--- config.mk ---
export PLATFORM = sky130hd
export DESIGN_NAME = rv32iCore
export DESIGN_NICKNAME = d
export VERILOG_FILES = /design/src/logic/rvIsaPkg.sv /design/src/logic/rvPipePkg.sv /design/src/logic/stageIfs.sv /design/src/logic/fetchStage.sv /design/src/logic/controlDecoder.sv /design/src/logic/regFile.sv /design/src/logic/decodeStage.sv /design/src/logic/executeStage.sv /design/src/logic/memWbStage.sv /design/src/logic/rv32iCore.sv
export SDC_FILE = /design/constraint.sdc
export NUM_CORES = 2
export LEC_CHECK = 0
export ABC_CLOCK_PERIOD_IN_PS = 7200
export BUFFER_PORTS_ARGS = -buffer_cell sky130_fd_sc_hd__buf_4
export CORE_MARGIN = 4
export CORE_UTILIZATION = 40
export DETAILED_ROUTE_END_ITERATION = 7
export PLACE_DENSITY = 0.64
export SYNTH_ARGS = -nofsm -noshare
export SYNTH_HDL_FRONTEND = slang
export SYNTH_SLANG_ARGS = --single-unit
--- constraint.sdc ---
create_clock -name clk -period 7.2 [get_ports clk]
set_clock_uncertainty 0.1 [all_clocks]
set_input_delay 0.36 -clock clk [delete_from_list [all_inputs] [get_ports clk]]
set_output_delay 0.36 -clock clk [all_outputs]
set_load 0.03 [all_outputs]
--- src/logic/rvIsaPkg.sv ---
`default_nettype none

package rvIsaPkg;

    typedef logic [31:0] wordT;   // data or address word
    typedef logic [4:0]  regIdxT;
    typedef logic [6:0]  opcodeT;

    // major opcodes of the supported subset
    localparam opcodeT opRType  = 7'b0110011;
    localparam opcodeT opIType  = 7'b0010011;
    localparam opcodeT opLoad   = 7'b0000011;
    localparam opcodeT opStore  = 7'b0100011;
    localparam opcodeT opBranch = 7'b1100011;
    localparam opcodeT opJal    = 7'b1101111;

    localparam logic [2:0] f3AddSub = 3'b000;  // add, sub, addi
    localparam logic [2:0] f3Slt    = 3'b010;
    localparam logic [2:0] f3Or     = 3'b110;
    localparam logic [2:0] f3And    = 3'b111;

    localparam wordT nopInstr = 32'h0000_0013;  // addi x0, x0, 0

endpackage

`default_nettype wire

--- src/logic/rvPipePkg.sv ---
`default_nettype none

package rvPipePkg;

    typedef logic [2:0] aluCtrlT;
    typedef logic [1:0] resultSrcT;
    typedef logic [1:0] immSrcT;

    localparam aluCtrlT aluAdd = 3'b000;
    localparam aluCtrlT aluSub = 3'b001;
    localparam aluCtrlT aluAnd = 3'b010;
    localparam aluCtrlT aluOr  = 3'b011;
    localparam aluCtrlT aluSlt = 3'b101;

    // writeback result select
    localparam resultSrcT resAlu     = 2'b00;
    localparam resultSrcT resMem     = 2'b01;
    localparam resultSrcT resPcPlus4 = 2'b10;

    localparam immSrcT immI = 2'b00;
    localparam immSrcT immS = 2'b01;
    localparam immSrcT immB = 2'b10;
    localparam immSrcT immJ = 2'b11;

    localparam logic [31:0] pcStep = 32'd4;  // sequential fetch step

endpackage

`default_nettype wire

--- src/logic/stageIfs.sv ---
`default_nettype none

interface decodeExecuteIf;
    rvIsaPkg::wordT       rd1;
    rvIsaPkg::wordT       rd2;
    rvIsaPkg::wordT       immExt;
    rvIsaPkg::wordT       pc;
    rvIsaPkg::wordT       pcPlus4;
    rvIsaPkg::regIdxT     rd;
    logic                 regWrite;
    logic                 memWrite;
    logic                 jump;
    logic                 branch;
    logic                 aluSrc;
    rvPipePkg::resultSrcT resultSrc;
    rvPipePkg::aluCtrlT   aluControl;

    modport src (output rd1, rd2, immExt, pc, pcPlus4, rd, regWrite, memWrite,
                 jump, branch, aluSrc, resultSrc, aluControl);
    modport dst (input rd1, rd2, immExt, pc, pcPlus4, rd, regWrite, memWrite,
                 jump, branch, aluSrc, resultSrc, aluControl);
endinterface

interface executeMemIf;
    rvIsaPkg::wordT       aluResult;
    rvIsaPkg::wordT       writeData;
    rvIsaPkg::wordT       pcPlus4;
    rvIsaPkg::regIdxT     rd;
    logic                 regWrite;
    logic                 memWrite;
    rvPipePkg::resultSrcT resultSrc;

    modport src (output aluResult, writeData, pcPlus4, rd, regWrite, memWrite, resultSrc);
    modport dst (input aluResult, writeData, pcPlus4, rd, regWrite, memWrite, resultSrc);
endinterface

interface writebackIf;
    logic             regWrite;
    rvIsaPkg::regIdxT rd;
    rvIsaPkg::wordT   result;

    modport src (output regWrite, rd, result);
    modport dst (input regWrite, rd, result);
endinterface

`default_nettype wire

--- src/logic/fetchStage.sv ---
`default_nettype none

module fetchStage (
    input  logic           clk,
    input  logic           rstN,
    input  logic           pcSrc,
    input  rvIsaPkg::wordT pcTarget,
    input  rvIsaPkg::wordT imemData,
    output rvIsaPkg::wordT imemAddr,
    output rvIsaPkg::wordT instrD,
    output rvIsaPkg::wordT pcD,
    output rvIsaPkg::wordT pcPlus4D
);
    rvIsaPkg::wordT pcF;
    rvIsaPkg::wordT pcPlus4F;
    rvIsaPkg::wordT pcNext;

    assign pcPlus4F = pcF + rvPipePkg::pcStep;
    assign pcNext   = pcSrc ? pcTarget : pcPlus4F;  // redirect from execute
    assign imemAddr = pcF;

    always_ff @(posedge clk or negedge rstN) begin
        if (!rstN) begin
            pcF    <= '0;
            instrD <= rvIsaPkg::nopInstr;
        end else begin
            pcF    <= pcNext;
            instrD <= pcSrc ? rvIsaPkg::nopInstr : imemData;  // kill younger fetch
        end
    end

    always_ff @(posedge clk) begin
        pcD      <= pcF;
        pcPlus4D <= pcPlus4F;
    end

endmodule

`default_nettype wire

--- src/logic/controlDecoder.sv ---
`default_nettype none

module controlDecoder (
    input  rvIsaPkg::opcodeT      opcode,
    input  logic [2:0]            funct3,
    input  logic                  funct7b5,
    output logic                  regWrite,
    output logic                  memWrite,
    output logic                  branch,
    output logic                  jump,
    output logic                  aluSrc,
    output rvPipePkg::resultSrcT  resultSrc,
    output rvPipePkg::immSrcT     immSrc,
    output rvPipePkg::aluCtrlT    aluControl
);
    logic [1:0] aluOp;  // 00 add, 01 sub, 10 by funct3
    logic       rTypeSub;

    always_comb begin
        regWrite  = 1'b0;
        memWrite  = 1'b0;
        branch    = 1'b0;
        jump      = 1'b0;
        aluSrc    = 1'b0;
        resultSrc = rvPipePkg::resAlu;
        immSrc    = rvPipePkg::immI;
        aluOp     = 2'b00;
        case (opcode)
            rvIsaPkg::opRType: begin
                regWrite = 1'b1;
                aluOp    = 2'b10;
            end
            rvIsaPkg::opIType: begin
                regWrite = 1'b1;
                aluSrc   = 1'b1;
                aluOp    = 2'b10;
            end
            rvIsaPkg::opLoad: begin
                regWrite  = 1'b1;
                aluSrc    = 1'b1;
                resultSrc = rvPipePkg::resMem;
            end
            rvIsaPkg::opStore: begin
                memWrite = 1'b1;
                aluSrc   = 1'b1;
                immSrc   = rvPipePkg::immS;
            end
            rvIsaPkg::opBranch: begin
                branch = 1'b1;
                immSrc = rvPipePkg::immB;
                aluOp  = 2'b01;  // compare by subtraction
            end
            rvIsaPkg::opJal: begin
                regWrite  = 1'b1;
                jump      = 1'b1;
                immSrc    = rvPipePkg::immJ;
                resultSrc = rvPipePkg::resPcPlus4;
            end
            default: ;
        endcase
    end

    // addi has no sub form, bit 30 is immediate there
    assign rTypeSub = funct7b5 && (opcode == rvIsaPkg::opRType);

    always_comb begin
        case (aluOp)
            2'b01: aluControl = rvPipePkg::aluSub;
            2'b10: begin
                case (funct3)
                    rvIsaPkg::f3AddSub: aluControl = rTypeSub ? rvPipePkg::aluSub
                                                              : rvPipePkg::aluAdd;
                    rvIsaPkg::f3Slt:    aluControl = rvPipePkg::aluSlt;
                    rvIsaPkg::f3Or:     aluControl = rvPipePkg::aluOr;
                    rvIsaPkg::f3And:    aluControl = rvPipePkg::aluAnd;
                    default:            aluControl = rvPipePkg::aluAdd;
                endcase
            end
            default: aluControl = rvPipePkg::aluAdd;
        endcase
    end

endmodule

`default_nettype wire

--- src/logic/regFile.sv ---
`default_nettype none

module regFile (
    input  logic             clk,
    input  logic             rstN,
    input  rvIsaPkg::regIdxT rs1,
    input  rvIsaPkg::regIdxT rs2,
    writebackIf.dst          wb,
    output rvIsaPkg::wordT   rd1,
    output rvIsaPkg::wordT   rd2
);
    rvIsaPkg::wordT regs [32];
    logic           wrEn;

    assign wrEn = wb.regWrite && (wb.rd != '0);  // x0 never written

    always_ff @(posedge clk or negedge rstN) begin
        if (!rstN) begin
            for (int i = 0; i < 32; i++) begin
                regs[i] <= '0;
            end
        end else if (wrEn) begin
            regs[wb.rd] <= wb.result;
        end
    end

    // Writeback data bypasses the array so decode sees it in the same cycle.
    assign rd1 = (rs1 == '0) ? '0 :
                 (wrEn && (wb.rd == rs1)) ? wb.result : regs[rs1];
    assign rd2 = (rs2 == '0) ? '0 :
                 (wrEn && (wb.rd == rs2)) ? wb.result : regs[rs2];

endmodule

`default_nettype wire

--- src/logic/decodeStage.sv ---
`default_nettype none

module decodeStage (
    input  logic           clk,
    input  logic           rstN,
    input  rvIsaPkg::wordT instrD,
    input  rvIsaPkg::wordT pcD,
    input  rvIsaPkg::wordT pcPlus4D,
    input  logic           flush,
    writebackIf.dst        wb,
    decodeExecuteIf.src    de
);
    rvIsaPkg::wordT       rd1D;
    rvIsaPkg::wordT       rd2D;
    rvIsaPkg::wordT       immExtD;
    logic                 regWriteD;
    logic                 memWriteD;
    logic                 branchD;
    logic                 jumpD;
    logic                 aluSrcD;
    rvPipePkg::resultSrcT resultSrcD;
    rvPipePkg::immSrcT    immSrcD;
    rvPipePkg::aluCtrlT   aluControlD;

    controlDecoder ctrlDec (
        .opcode     (instrD[6:0]),
        .funct3     (instrD[14:12]),
        .funct7b5   (instrD[30]),
        .regWrite   (regWriteD),
        .memWrite   (memWriteD),
        .branch     (branchD),
        .jump       (jumpD),
        .aluSrc     (aluSrcD),
        .resultSrc  (resultSrcD),
        .immSrc     (immSrcD),
        .aluControl (aluControlD)
    );

    regFile rf (
        .clk  (clk),
        .rstN (rstN),
        .rs1  (instrD[19:15]),
        .rs2  (instrD[24:20]),
        .wb   (wb),
        .rd1  (rd1D),
        .rd2  (rd2D)
    );

    always_comb begin
        case (immSrcD)
            rvPipePkg::immS: immExtD = {{20{instrD[31]}}, instrD[31:25], instrD[11:7]};
            rvPipePkg::immB: immExtD = {{20{instrD[31]}}, instrD[7], instrD[30:25],
                                        instrD[11:8], 1'b0};
            rvPipePkg::immJ: immExtD = {{12{instrD[31]}}, instrD[19:12], instrD[20],
                                        instrD[30:21], 1'b0};
            default:         immExtD = {{20{instrD[31]}}, instrD[31:20]};
        endcase
    end

    // ID/EX control, bubble on reset or flush
    always_ff @(posedge clk or negedge rstN) begin
        if (!rstN) begin
            de.regWrite   <= 1'b0;
            de.memWrite   <= 1'b0;
            de.jump       <= 1'b0;
            de.branch     <= 1'b0;
            de.aluSrc     <= 1'b0;
            de.resultSrc  <= rvPipePkg::resAlu;
            de.aluControl <= rvPipePkg::aluAdd;
        end else if (flush) begin
            de.regWrite   <= 1'b0;
            de.memWrite   <= 1'b0;
            de.jump       <= 1'b0;
            de.branch     <= 1'b0;
            de.aluSrc     <= 1'b0;
            de.resultSrc  <= rvPipePkg::resAlu;
            de.aluControl <= rvPipePkg::aluAdd;
        end else begin
            de.regWrite   <= regWriteD;
            de.memWrite   <= memWriteD;
            de.jump       <= jumpD;
            de.branch     <= branchD;
            de.aluSrc     <= aluSrcD;
            de.resultSrc  <= resultSrcD;
            de.aluControl <= aluControlD;
        end
    end

    always_ff @(posedge clk) begin
        de.rd1     <= rd1D;
        de.rd2     <= rd2D;
        de.immExt  <= immExtD;
        de.pc      <= pcD;
        de.pcPlus4 <= pcPlus4D;
        de.rd      <= instrD[11:7];
    end

endmodule

`default_nettype wire

--- src/logic/executeStage.sv ---
`default_nettype none

module executeStage (
    input  logic           clk,
    input  logic           rstN,
    decodeExecuteIf.dst    de,
    executeMemIf.src       em,
    output logic           pcSrc,
    output rvIsaPkg::wordT pcTarget
);
    rvIsaPkg::wordT srcB;
    rvIsaPkg::wordT aluResult;
    logic           zero;

    assign srcB = de.aluSrc ? de.immExt : de.rd2;

    always_comb begin
        case (de.aluControl)
            rvPipePkg::aluSub: aluResult = de.rd1 - srcB;
            rvPipePkg::aluAnd: aluResult = de.rd1 & srcB;
            rvPipePkg::aluOr:  aluResult = de.rd1 | srcB;
            rvPipePkg::aluSlt: aluResult = {31'b0, $signed(de.rd1) < $signed(srcB)};
            default:           aluResult = de.rd1 + srcB;
        endcase
    end

    assign zero     = (aluResult == '0);
    assign pcSrc    = de.jump | (de.branch & zero);  // beq taken or jal
    assign pcTarget = de.pc + de.immExt;

    always_ff @(posedge clk or negedge rstN) begin
        if (!rstN) begin
            em.regWrite  <= 1'b0;
            em.memWrite  <= 1'b0;
            em.resultSrc <= rvPipePkg::resAlu;
        end else begin
            em.regWrite  <= de.regWrite;
            em.memWrite  <= de.memWrite;
            em.resultSrc <= de.resultSrc;
        end
    end

    always_ff @(posedge clk) begin
        em.aluResult <= aluResult;
        em.writeData <= de.rd2;  // store data, never the immediate
        em.pcPlus4   <= de.pcPlus4;
        em.rd        <= de.rd;
    end

endmodule

`default_nettype wire

--- src/logic/memWbStage.sv ---
`default_nettype none

module memWbStage (
    input  logic           clk,
    input  logic           rstN,
    executeMemIf.dst       em,
    input  rvIsaPkg::wordT dmemReadData,
    output rvIsaPkg::wordT dmemAddr,
    output rvIsaPkg::wordT dmemWriteData,
    output logic           dmemWrite,
    writebackIf.src        wb
);
    rvIsaPkg::wordT       aluResultW;
    rvIsaPkg::wordT       readDataW;
    rvIsaPkg::wordT       pcPlus4W;
    rvPipePkg::resultSrcT resultSrcW;

    assign dmemAddr      = em.aluResult;
    assign dmemWriteData = em.writeData;
    assign dmemWrite     = em.memWrite;  // memory writes at next edge

    always_ff @(posedge clk or negedge rstN) begin
        if (!rstN) begin
            wb.regWrite <= 1'b0;
            resultSrcW  <= rvPipePkg::resAlu;
        end else begin
            wb.regWrite <= em.regWrite;
            resultSrcW  <= em.resultSrc;
        end
    end

    always_ff @(posedge clk) begin
        aluResultW <= em.aluResult;
        readDataW  <= dmemReadData;
        pcPlus4W   <= em.pcPlus4;
        wb.rd      <= em.rd;
    end

    always_comb begin
        case (resultSrcW)
            rvPipePkg::resMem:     wb.result = readDataW;
            rvPipePkg::resPcPlus4: wb.result = pcPlus4W;  // jal link
            default:               wb.result = aluResultW;
        endcase
    end

endmodule

`default_nettype wire

--- src/logic/rv32iCore.sv ---
`default_nettype none

module rv32iCore (
    input  logic           clk,
    input  logic           rstN,
    output rvIsaPkg::wordT imemAddr,
    input  rvIsaPkg::wordT imemData,
    output rvIsaPkg::wordT dmemAddr,
    output rvIsaPkg::wordT dmemWriteData,
    output logic           dmemWrite,
    input  rvIsaPkg::wordT dmemReadData
);
    logic           pcSrc;
    rvIsaPkg::wordT pcTarget;
    rvIsaPkg::wordT instrD;
    rvIsaPkg::wordT pcD;
    rvIsaPkg::wordT pcPlus4D;

    decodeExecuteIf deBus ();
    executeMemIf    emBus ();
    writebackIf     wbBus ();

    fetchStage fetchInst (
        .clk      (clk),
        .rstN     (rstN),
        .pcSrc    (pcSrc),
        .pcTarget (pcTarget),
        .imemData (imemData),
        .imemAddr (imemAddr),
        .instrD   (instrD),
        .pcD      (pcD),
        .pcPlus4D (pcPlus4D)
    );

    decodeStage decodeInst (
        .clk      (clk),
        .rstN     (rstN),
        .instrD   (instrD),
        .pcD      (pcD),
        .pcPlus4D (pcPlus4D),
        .flush    (pcSrc),  // taken branch or jal
        .wb       (wbBus),
        .de       (deBus)
    );

    executeStage executeInst (
        .clk      (clk),
        .rstN     (rstN),
        .de       (deBus),
        .em       (emBus),
        .pcSrc    (pcSrc),
        .pcTarget (pcTarget)
    );

    memWbStage memWbInst (
        .clk           (clk),
        .rstN          (rstN),
        .em            (emBus),
        .dmemReadData  (dmemReadData),
        .dmemAddr      (dmemAddr),
        .dmemWriteData (dmemWriteData),
        .dmemWrite     (dmemWrite),
        .wb            (wbBus)
    );

endmodule

`default_nettype wire

==> impl_metrics.xml <==
<?xml version="1.0" encoding="UTF-8"?>
<metrics>
  <group name="sta">
    <metric name="maxSlewHeadroom" unit="%">17.81</metric>
    <metric name="period_minus_slack" unit="ns">6.719</metric>
    <metric name="timing_max_transition_violations_final" unit="">0</metric>
    <metric name="worst_slew_pin_slew" unit="ns">1.230</metric>
    <metric name="fmax" unit="MHz">148.8</metric>
    <metric name="finalSetupTns" unit="ns">0</metric>
    <metric name="min_period_over_period" unit="%">93.32</metric>
    <metric name="hold-worst-slack" unit="ns">0.1046</metric>
    <metric name="timing.final.setup_violations" unit="">0</metric>
    <metric name="unrepaired_setup_endpoints_after_global_routing" unit="">no</metric>
    <metric name="timing.final.hold_violations" unit="">0</metric>
  </group>
  <group name="worst_setup_path">
    <metric name="critPathKind" unit="">reg -&gt; reg</metric>
    <metric name="required" unit="ns">7.78</metric>
    <metric name="worst_path_most_repeated_cell" unit="">sky130_fd_sc_hd__or4_1</metric>
    <metric name="timing.critical_path.arrival" unit="ns">7.30</metric>
    <metric name="cpPeakStageDelay" unit="ns">0.93</metric>
    <metric name="critPathTopFamily" unit="">simple AND/OR/NAND/NOR gates</metric>
    <metric name="critical_path.max_fanout" unit="">73</metric>
    <metric name="critical_path.cell_chain" unit="">and2_1 -&gt; a21oi_1 -&gt; ha_1 -&gt; nand3b_1 -&gt; or4_1 -&gt; a211oi_1 -&gt; nor2_1 -&gt; a31oi_1 -&gt; a221oi_1 -&gt; xnor2_1 -&gt; a211o_1 -&gt; nand4b_1 -&gt; or4_1 -&gt; o31a_2 -&gt; buf_12 -&gt; mux2_4</metric>
    <metric name="crit_buf_inv" unit="">1</metric>
    <metric name="slowest_cell_on_the_critical_path" unit="">sky130_fd_sc_hd__dfxtp_1</metric>
    <metric name="reg2reg_slack" unit="ns">0.48</metric>
    <metric name="worstSetupStartpointType" unit="">flop</metric>
    <metric name="worstRegToRegCells" unit="">16</metric>
    <metric name="critPathCaptureType" unit="">flop</metric>
    <metric name="cp.depth" unit="">16</metric>
    <metric name="worst_r2r_endpoint" unit="">fetchInst.imemAddr[6]</metric>
    <metric name="reg_to_reg_critical_path_startpoint" unit="">decodeInst.de.immExt[20]</metric>
  </group>
  <group name="power">
    <metric name="clock_share_of_power" unit="%">39.7</metric>
    <metric name="p_sw_share" unit="%">28.69</metric>
    <metric name="power_frac_seq" unit="%">45.4</metric>
    <metric name="power.combinational.fraction" unit="%">14.9</metric>
    <metric name="power.density_cell_area" unit="nW/um^2">257.7</metric>
    <metric name="intPower" unit="mW">15.19</metric>
    <metric name="worst_ir_drop_vdd" unit="mV">0.2464</metric>
    <metric name="netSwitchingPower" unit="mW">6.110</metric>
    <metric name="p_leak" unit="nW">35.65</metric>
  </group>
  <group name="floorplanning">
    <metric name="std_cell_rows" unit="">156</metric>
    <metric name="die_width" unit="um">435.8</metric>
    <metric name="starting_density_of_the_core" unit="%">40.36</metric>
    <metric name="die_area" unit="sq um">189900</metric>
    <metric name="die_height" unit="um">435.8</metric>
    <metric name="core" unit="sq um">181300</metric>
    <metric name="io_pins" unit="">163</metric>
  </group>
  <group name="place">
    <metric name="place_hpwl" unit="um">153700</metric>
    <metric name="routabilityCongestion" unit="">0.9253</metric>
    <metric name="dpl.cell_count" unit="">9035</metric>
    <metric name="numPortBuffers" unit="">162</metric>
  </group>
  <group name="logic_synthesis">
    <metric name="mappedNetlistArea" unit="sq um">73190</metric>
    <metric name="synthArstFlopShare" unit="%">72.63</metric>
    <metric name="mappedNetlistNets" unit="">7231</metric>
    <metric name="synthDistinctLibCells" unit="">92</metric>
    <metric name="seq_total_area_yosys" unit="%">49.13</metric>
    <metric name="edff_count_synth" unit="">0</metric>
    <metric name="ys.flop_type" unit="">sky130_fd_sc_hd__dfrtp_1</metric>
    <metric name="syn-instance-count" unit="">7010</metric>
    <metric name="syn-mean-instance-area" unit="sq um">10.44</metric>
    <metric name="synth.yosys.warnings" unit="">0</metric>
    <metric name="ys_ff_latch" unit="">1520</metric>
  </group>
  <group name="clocking">
    <metric name="clock_tree.htree_level_count" unit="">4</metric>
    <metric name="cts_made_buffers" unit="">158</metric>
    <metric name="cts_num_sinks" unit="">1520</metric>
    <metric name="clk_transition_reported_paths" unit="ns">0.07</metric>
    <metric name="clock-root-buffer" unit="">sky130_fd_sc_hd__clkbuf_16</metric>
    <metric name="cts_buffer_depth" unit="">3</metric>
    <metric name="clock_latency" unit="ns">0.81</metric>
    <metric name="tritoncts" unit="">yes</metric>
  </group>
  <group name="hold_path">
    <metric name="whs_endpoint" unit="">memWbInst.readDataW[24]</metric>
    <metric name="worstHoldPathType" unit="">in -&gt; reg</metric>
    <metric name="worstHoldStart" unit="">dmemReadData[24]</metric>
    <metric name="hold-path-cell-count" unit="">2</metric>
  </group>
  <group name="final_layout">
    <metric name="fraction_of_final_layout_cells_with_drive_strength_greater_than_1" unit="%">16.62</metric>
    <metric name="layout.cells.most_common_list" unit="">sky130_fd_sc_hd__o21ai_0, sky130_fd_sc_hd__dfrtp_1, sky130_fd_sc_hd__nand2_1, sky130_fd_sc_hd__dfxtp_1, sky130_fd_sc_hd__mux4_2</metric>
    <metric name="area_delta_synth_final" unit="%">12.93</metric>
    <metric name="most_common_library_cell_in_the_layout_ignoring_fill_and_taps" unit="">sky130_fd_sc_hd__o21ai_0</metric>
    <metric name="finish.net_count" unit="">7111</metric>
    <metric name="non_filler_cells_final" unit="">9394</metric>
  </group>
  <group name="detailed_routing">
    <metric name="route.vias.total" unit="">56096</metric>
    <metric name="drt_pass1_iterations" unit="">6</metric>
    <metric name="avgViaCountPerCell" unit="">5.971</metric>
    <metric name="detail_route.drc_violations" unit="">0</metric>
    <metric name="wire_length_after_detailed_routing" unit="um">254900</metric>
    <metric name="drt.antenna.violating_nets" unit="">0</metric>
    <metric name="wire_per_inst" unit="um">27.13</metric>
    <metric name="first_iter_violations" unit="">5987</metric>
  </group>
  <group name="global_routing">
    <metric name="global_route.overflow_total" unit="">0</metric>
    <metric name="gr-usage-all-layers" unit="%">26.41</metric>
    <metric name="grt_antenna_before_repair" unit="">9</metric>
    <metric name="first_global_vias" unit="">55313</metric>
    <metric name="grt_pass1_wl" unit="um">376300</metric>
    <metric name="grt_start_max_net_pins" unit="">169</metric>
  </group>
  <group name="outcome">
    <metric name="status" unit="">finished clean</metric>
  </group>
  <group name="run">
    <metric name="drv_cap" unit="">0</metric>
  </group>
</metrics>
cell type report:
class	count	area, sq um
fill	16531	98680
sequential	1520	36000
multi-input combinational	4746	34870
clock buffer	235	4710
tap	2370	2965
timing repair buffer	338	2958
clock inverter	56	673.1
inverter	126	473.0
antenna	3	7.507
power groups by stage:
stage / Sequential [mW] / Clock (mW) / Combinational, mW
finish: 9.67 / 8.47 / 3.17
global route: 9.72 / 8.93 / 3.41
CTS: 9.66 / 8.56 / 3.15
detailed placement: 9.81 / 0 / 3.11
global placement: 9.80 / 0 / 3.08
floorplan: 9.71 / 0 / 1.84
synthesized netlist by cell type, drive strengths merged (20+ instances only):
cell | instances | area share [%]
a21oi | 296 | 2.0
nand2 | 1102 | 5.7
o221ai | 20 | 0.24
nor2b | 25 | 0.21
clkbuf | 520 | 2.7
xor2 | 29 | 0.35
o22ai | 49 | 0.42
mux2i | 316 | 4.3
nand2b | 49 | 0.42
or2 | 41 | 0.35
a211oi | 38 | 0.40
ha | 152 | 2.6
inv | 126 | 0.65
nor3 | 32 | 0.22
a221oi | 95 | 1.1
and2 | 46 | 0.39
mux4 | 354 | 11
nand3 | 30 | 0.21
dfxtp | 416 | 11
and3 | 20 | 0.17
o21ai | 1156 | 7.9
o211ai | 92 | 0.94
nor2 | 259 | 1.3
buf | 98 | 0.59
xnor2 | 56 | 0.67
mux2 | 137 | 2.2
a21o | 35 | 0.36
a22oi | 103 | 1.1
dfrtp | 1101 | 38
through the flow:
stage	area (sq um)	util [%]	worst slack, ns	total power, mW
global route	82650	45.58	0.2979	22.06
global placement	76610	42.25	0.8543	12.88
floorplan	73190	-	1.908	11.54
CTS	82650	45.58	0.6851	21.36
detailed placement	76610	42.25	0.7149	12.92
finish	82650	45.58	0.4813	21.30
worst register-to-register path, stage by stage (launching register included):
cell                       delay (ns)
sky130_fd_sc_hd__dfxtp_1         0.93
sky130_fd_sc_hd__and2_1          0.58
sky130_fd_sc_hd__a21oi_1         0.20
sky130_fd_sc_hd__ha_1            0.51
sky130_fd_sc_hd__nand3b_1        0.23
sky130_fd_sc_hd__or4_1           0.53
sky130_fd_sc_hd__a211oi_1        0.58
sky130_fd_sc_hd__nor2_1          0.16
sky130_fd_sc_hd__a31oi_1         0.39
sky130_fd_sc_hd__a221oi_1        0.17
sky130_fd_sc_hd__xnor2_1         0.17
sky130_fd_sc_hd__a211o_1         0.32
sky130_fd_sc_hd__nand4b_1        0.18
sky130_fd_sc_hd__or4_1           0.49
sky130_fd_sc_hd__o31a_2          0.32
sky130_fd_sc_hd__buf_12          0.18
sky130_fd_sc_hd__mux2_4          0.56
per-layer routing:
metal  GRT usage, %  wire length (um)  up-vias
met1          35.78            105900    28091
met2          40.94            115100     2512
met4          12.20             13160        2
met3          5.316             20710      622
li1               -                 -    24869
met5              0                13        -
timing repair:
item,4_1_cts,5_1_grt
hold buffers,65,0
endpoints found under the hold margin,149,0
gates resized for setup,0,0
buffers inserted,0,0
registers in the layout, summed over array words and instances (netlist names), 3 cells and up:
name                      cells
decodeInst.de.aluControl      3
decodeInst.de.immExt         21
decodeInst.de.pc             32
decodeInst.de.pcPlus4        30
decodeInst.de.rd              5
decodeInst.de.rd1            32
decodeInst.de.rd2            32
decodeInst.rf.regs         1024
executeInst.em.aluResult     32
executeInst.em.pcPlus4       32
executeInst.em.rd             5
executeInst.em.writeData     32
fetchInst.imemAddr           32
fetchInst.instrD             32
fetchInst.pcD                32
fetchInst.pcPlus4D           30
memWbInst.aluResultW         32
memWbInst.pcPlus4W           32
memWbInst.readDataW          32
memWbInst.wb.rd               5
how the worst max path moves through the flow:
| stage | start | end | slack, ns |
|---|---|---|---|
| finish | decodeInst.de.immExt[20] | fetchInst.imemAddr[6] | 0.48 |
| global route | decodeInst.de.immExt[20] | fetchInst.imemAddr[7] | 0.30 |
| CTS | decodeInst.de.immExt[20] | fetchInst.imemAddr[10] | 0.69 |
| detailed placement | decodeInst.de.immExt[20] | fetchInst.imemAddr[6] | 0.71 |
| global placement | decodeInst.de.immExt[20] | fetchInst.imemAddr[5] | 0.85 |
| floorplan | decodeInst.de.aluSrc | fetchInst.imemAddr[10] | 1.91 |
logic make-up after synthesis:
logic type      synth area share, %
compound gates                16.00
xor+xnor                      1.017
fa+ha+maj                     2.680
buf+inv                       3.901
flops                         49.13
mux                           17.46
simple gates                  9.812
No activity file was read; power rests on OpenSTA's default activity.
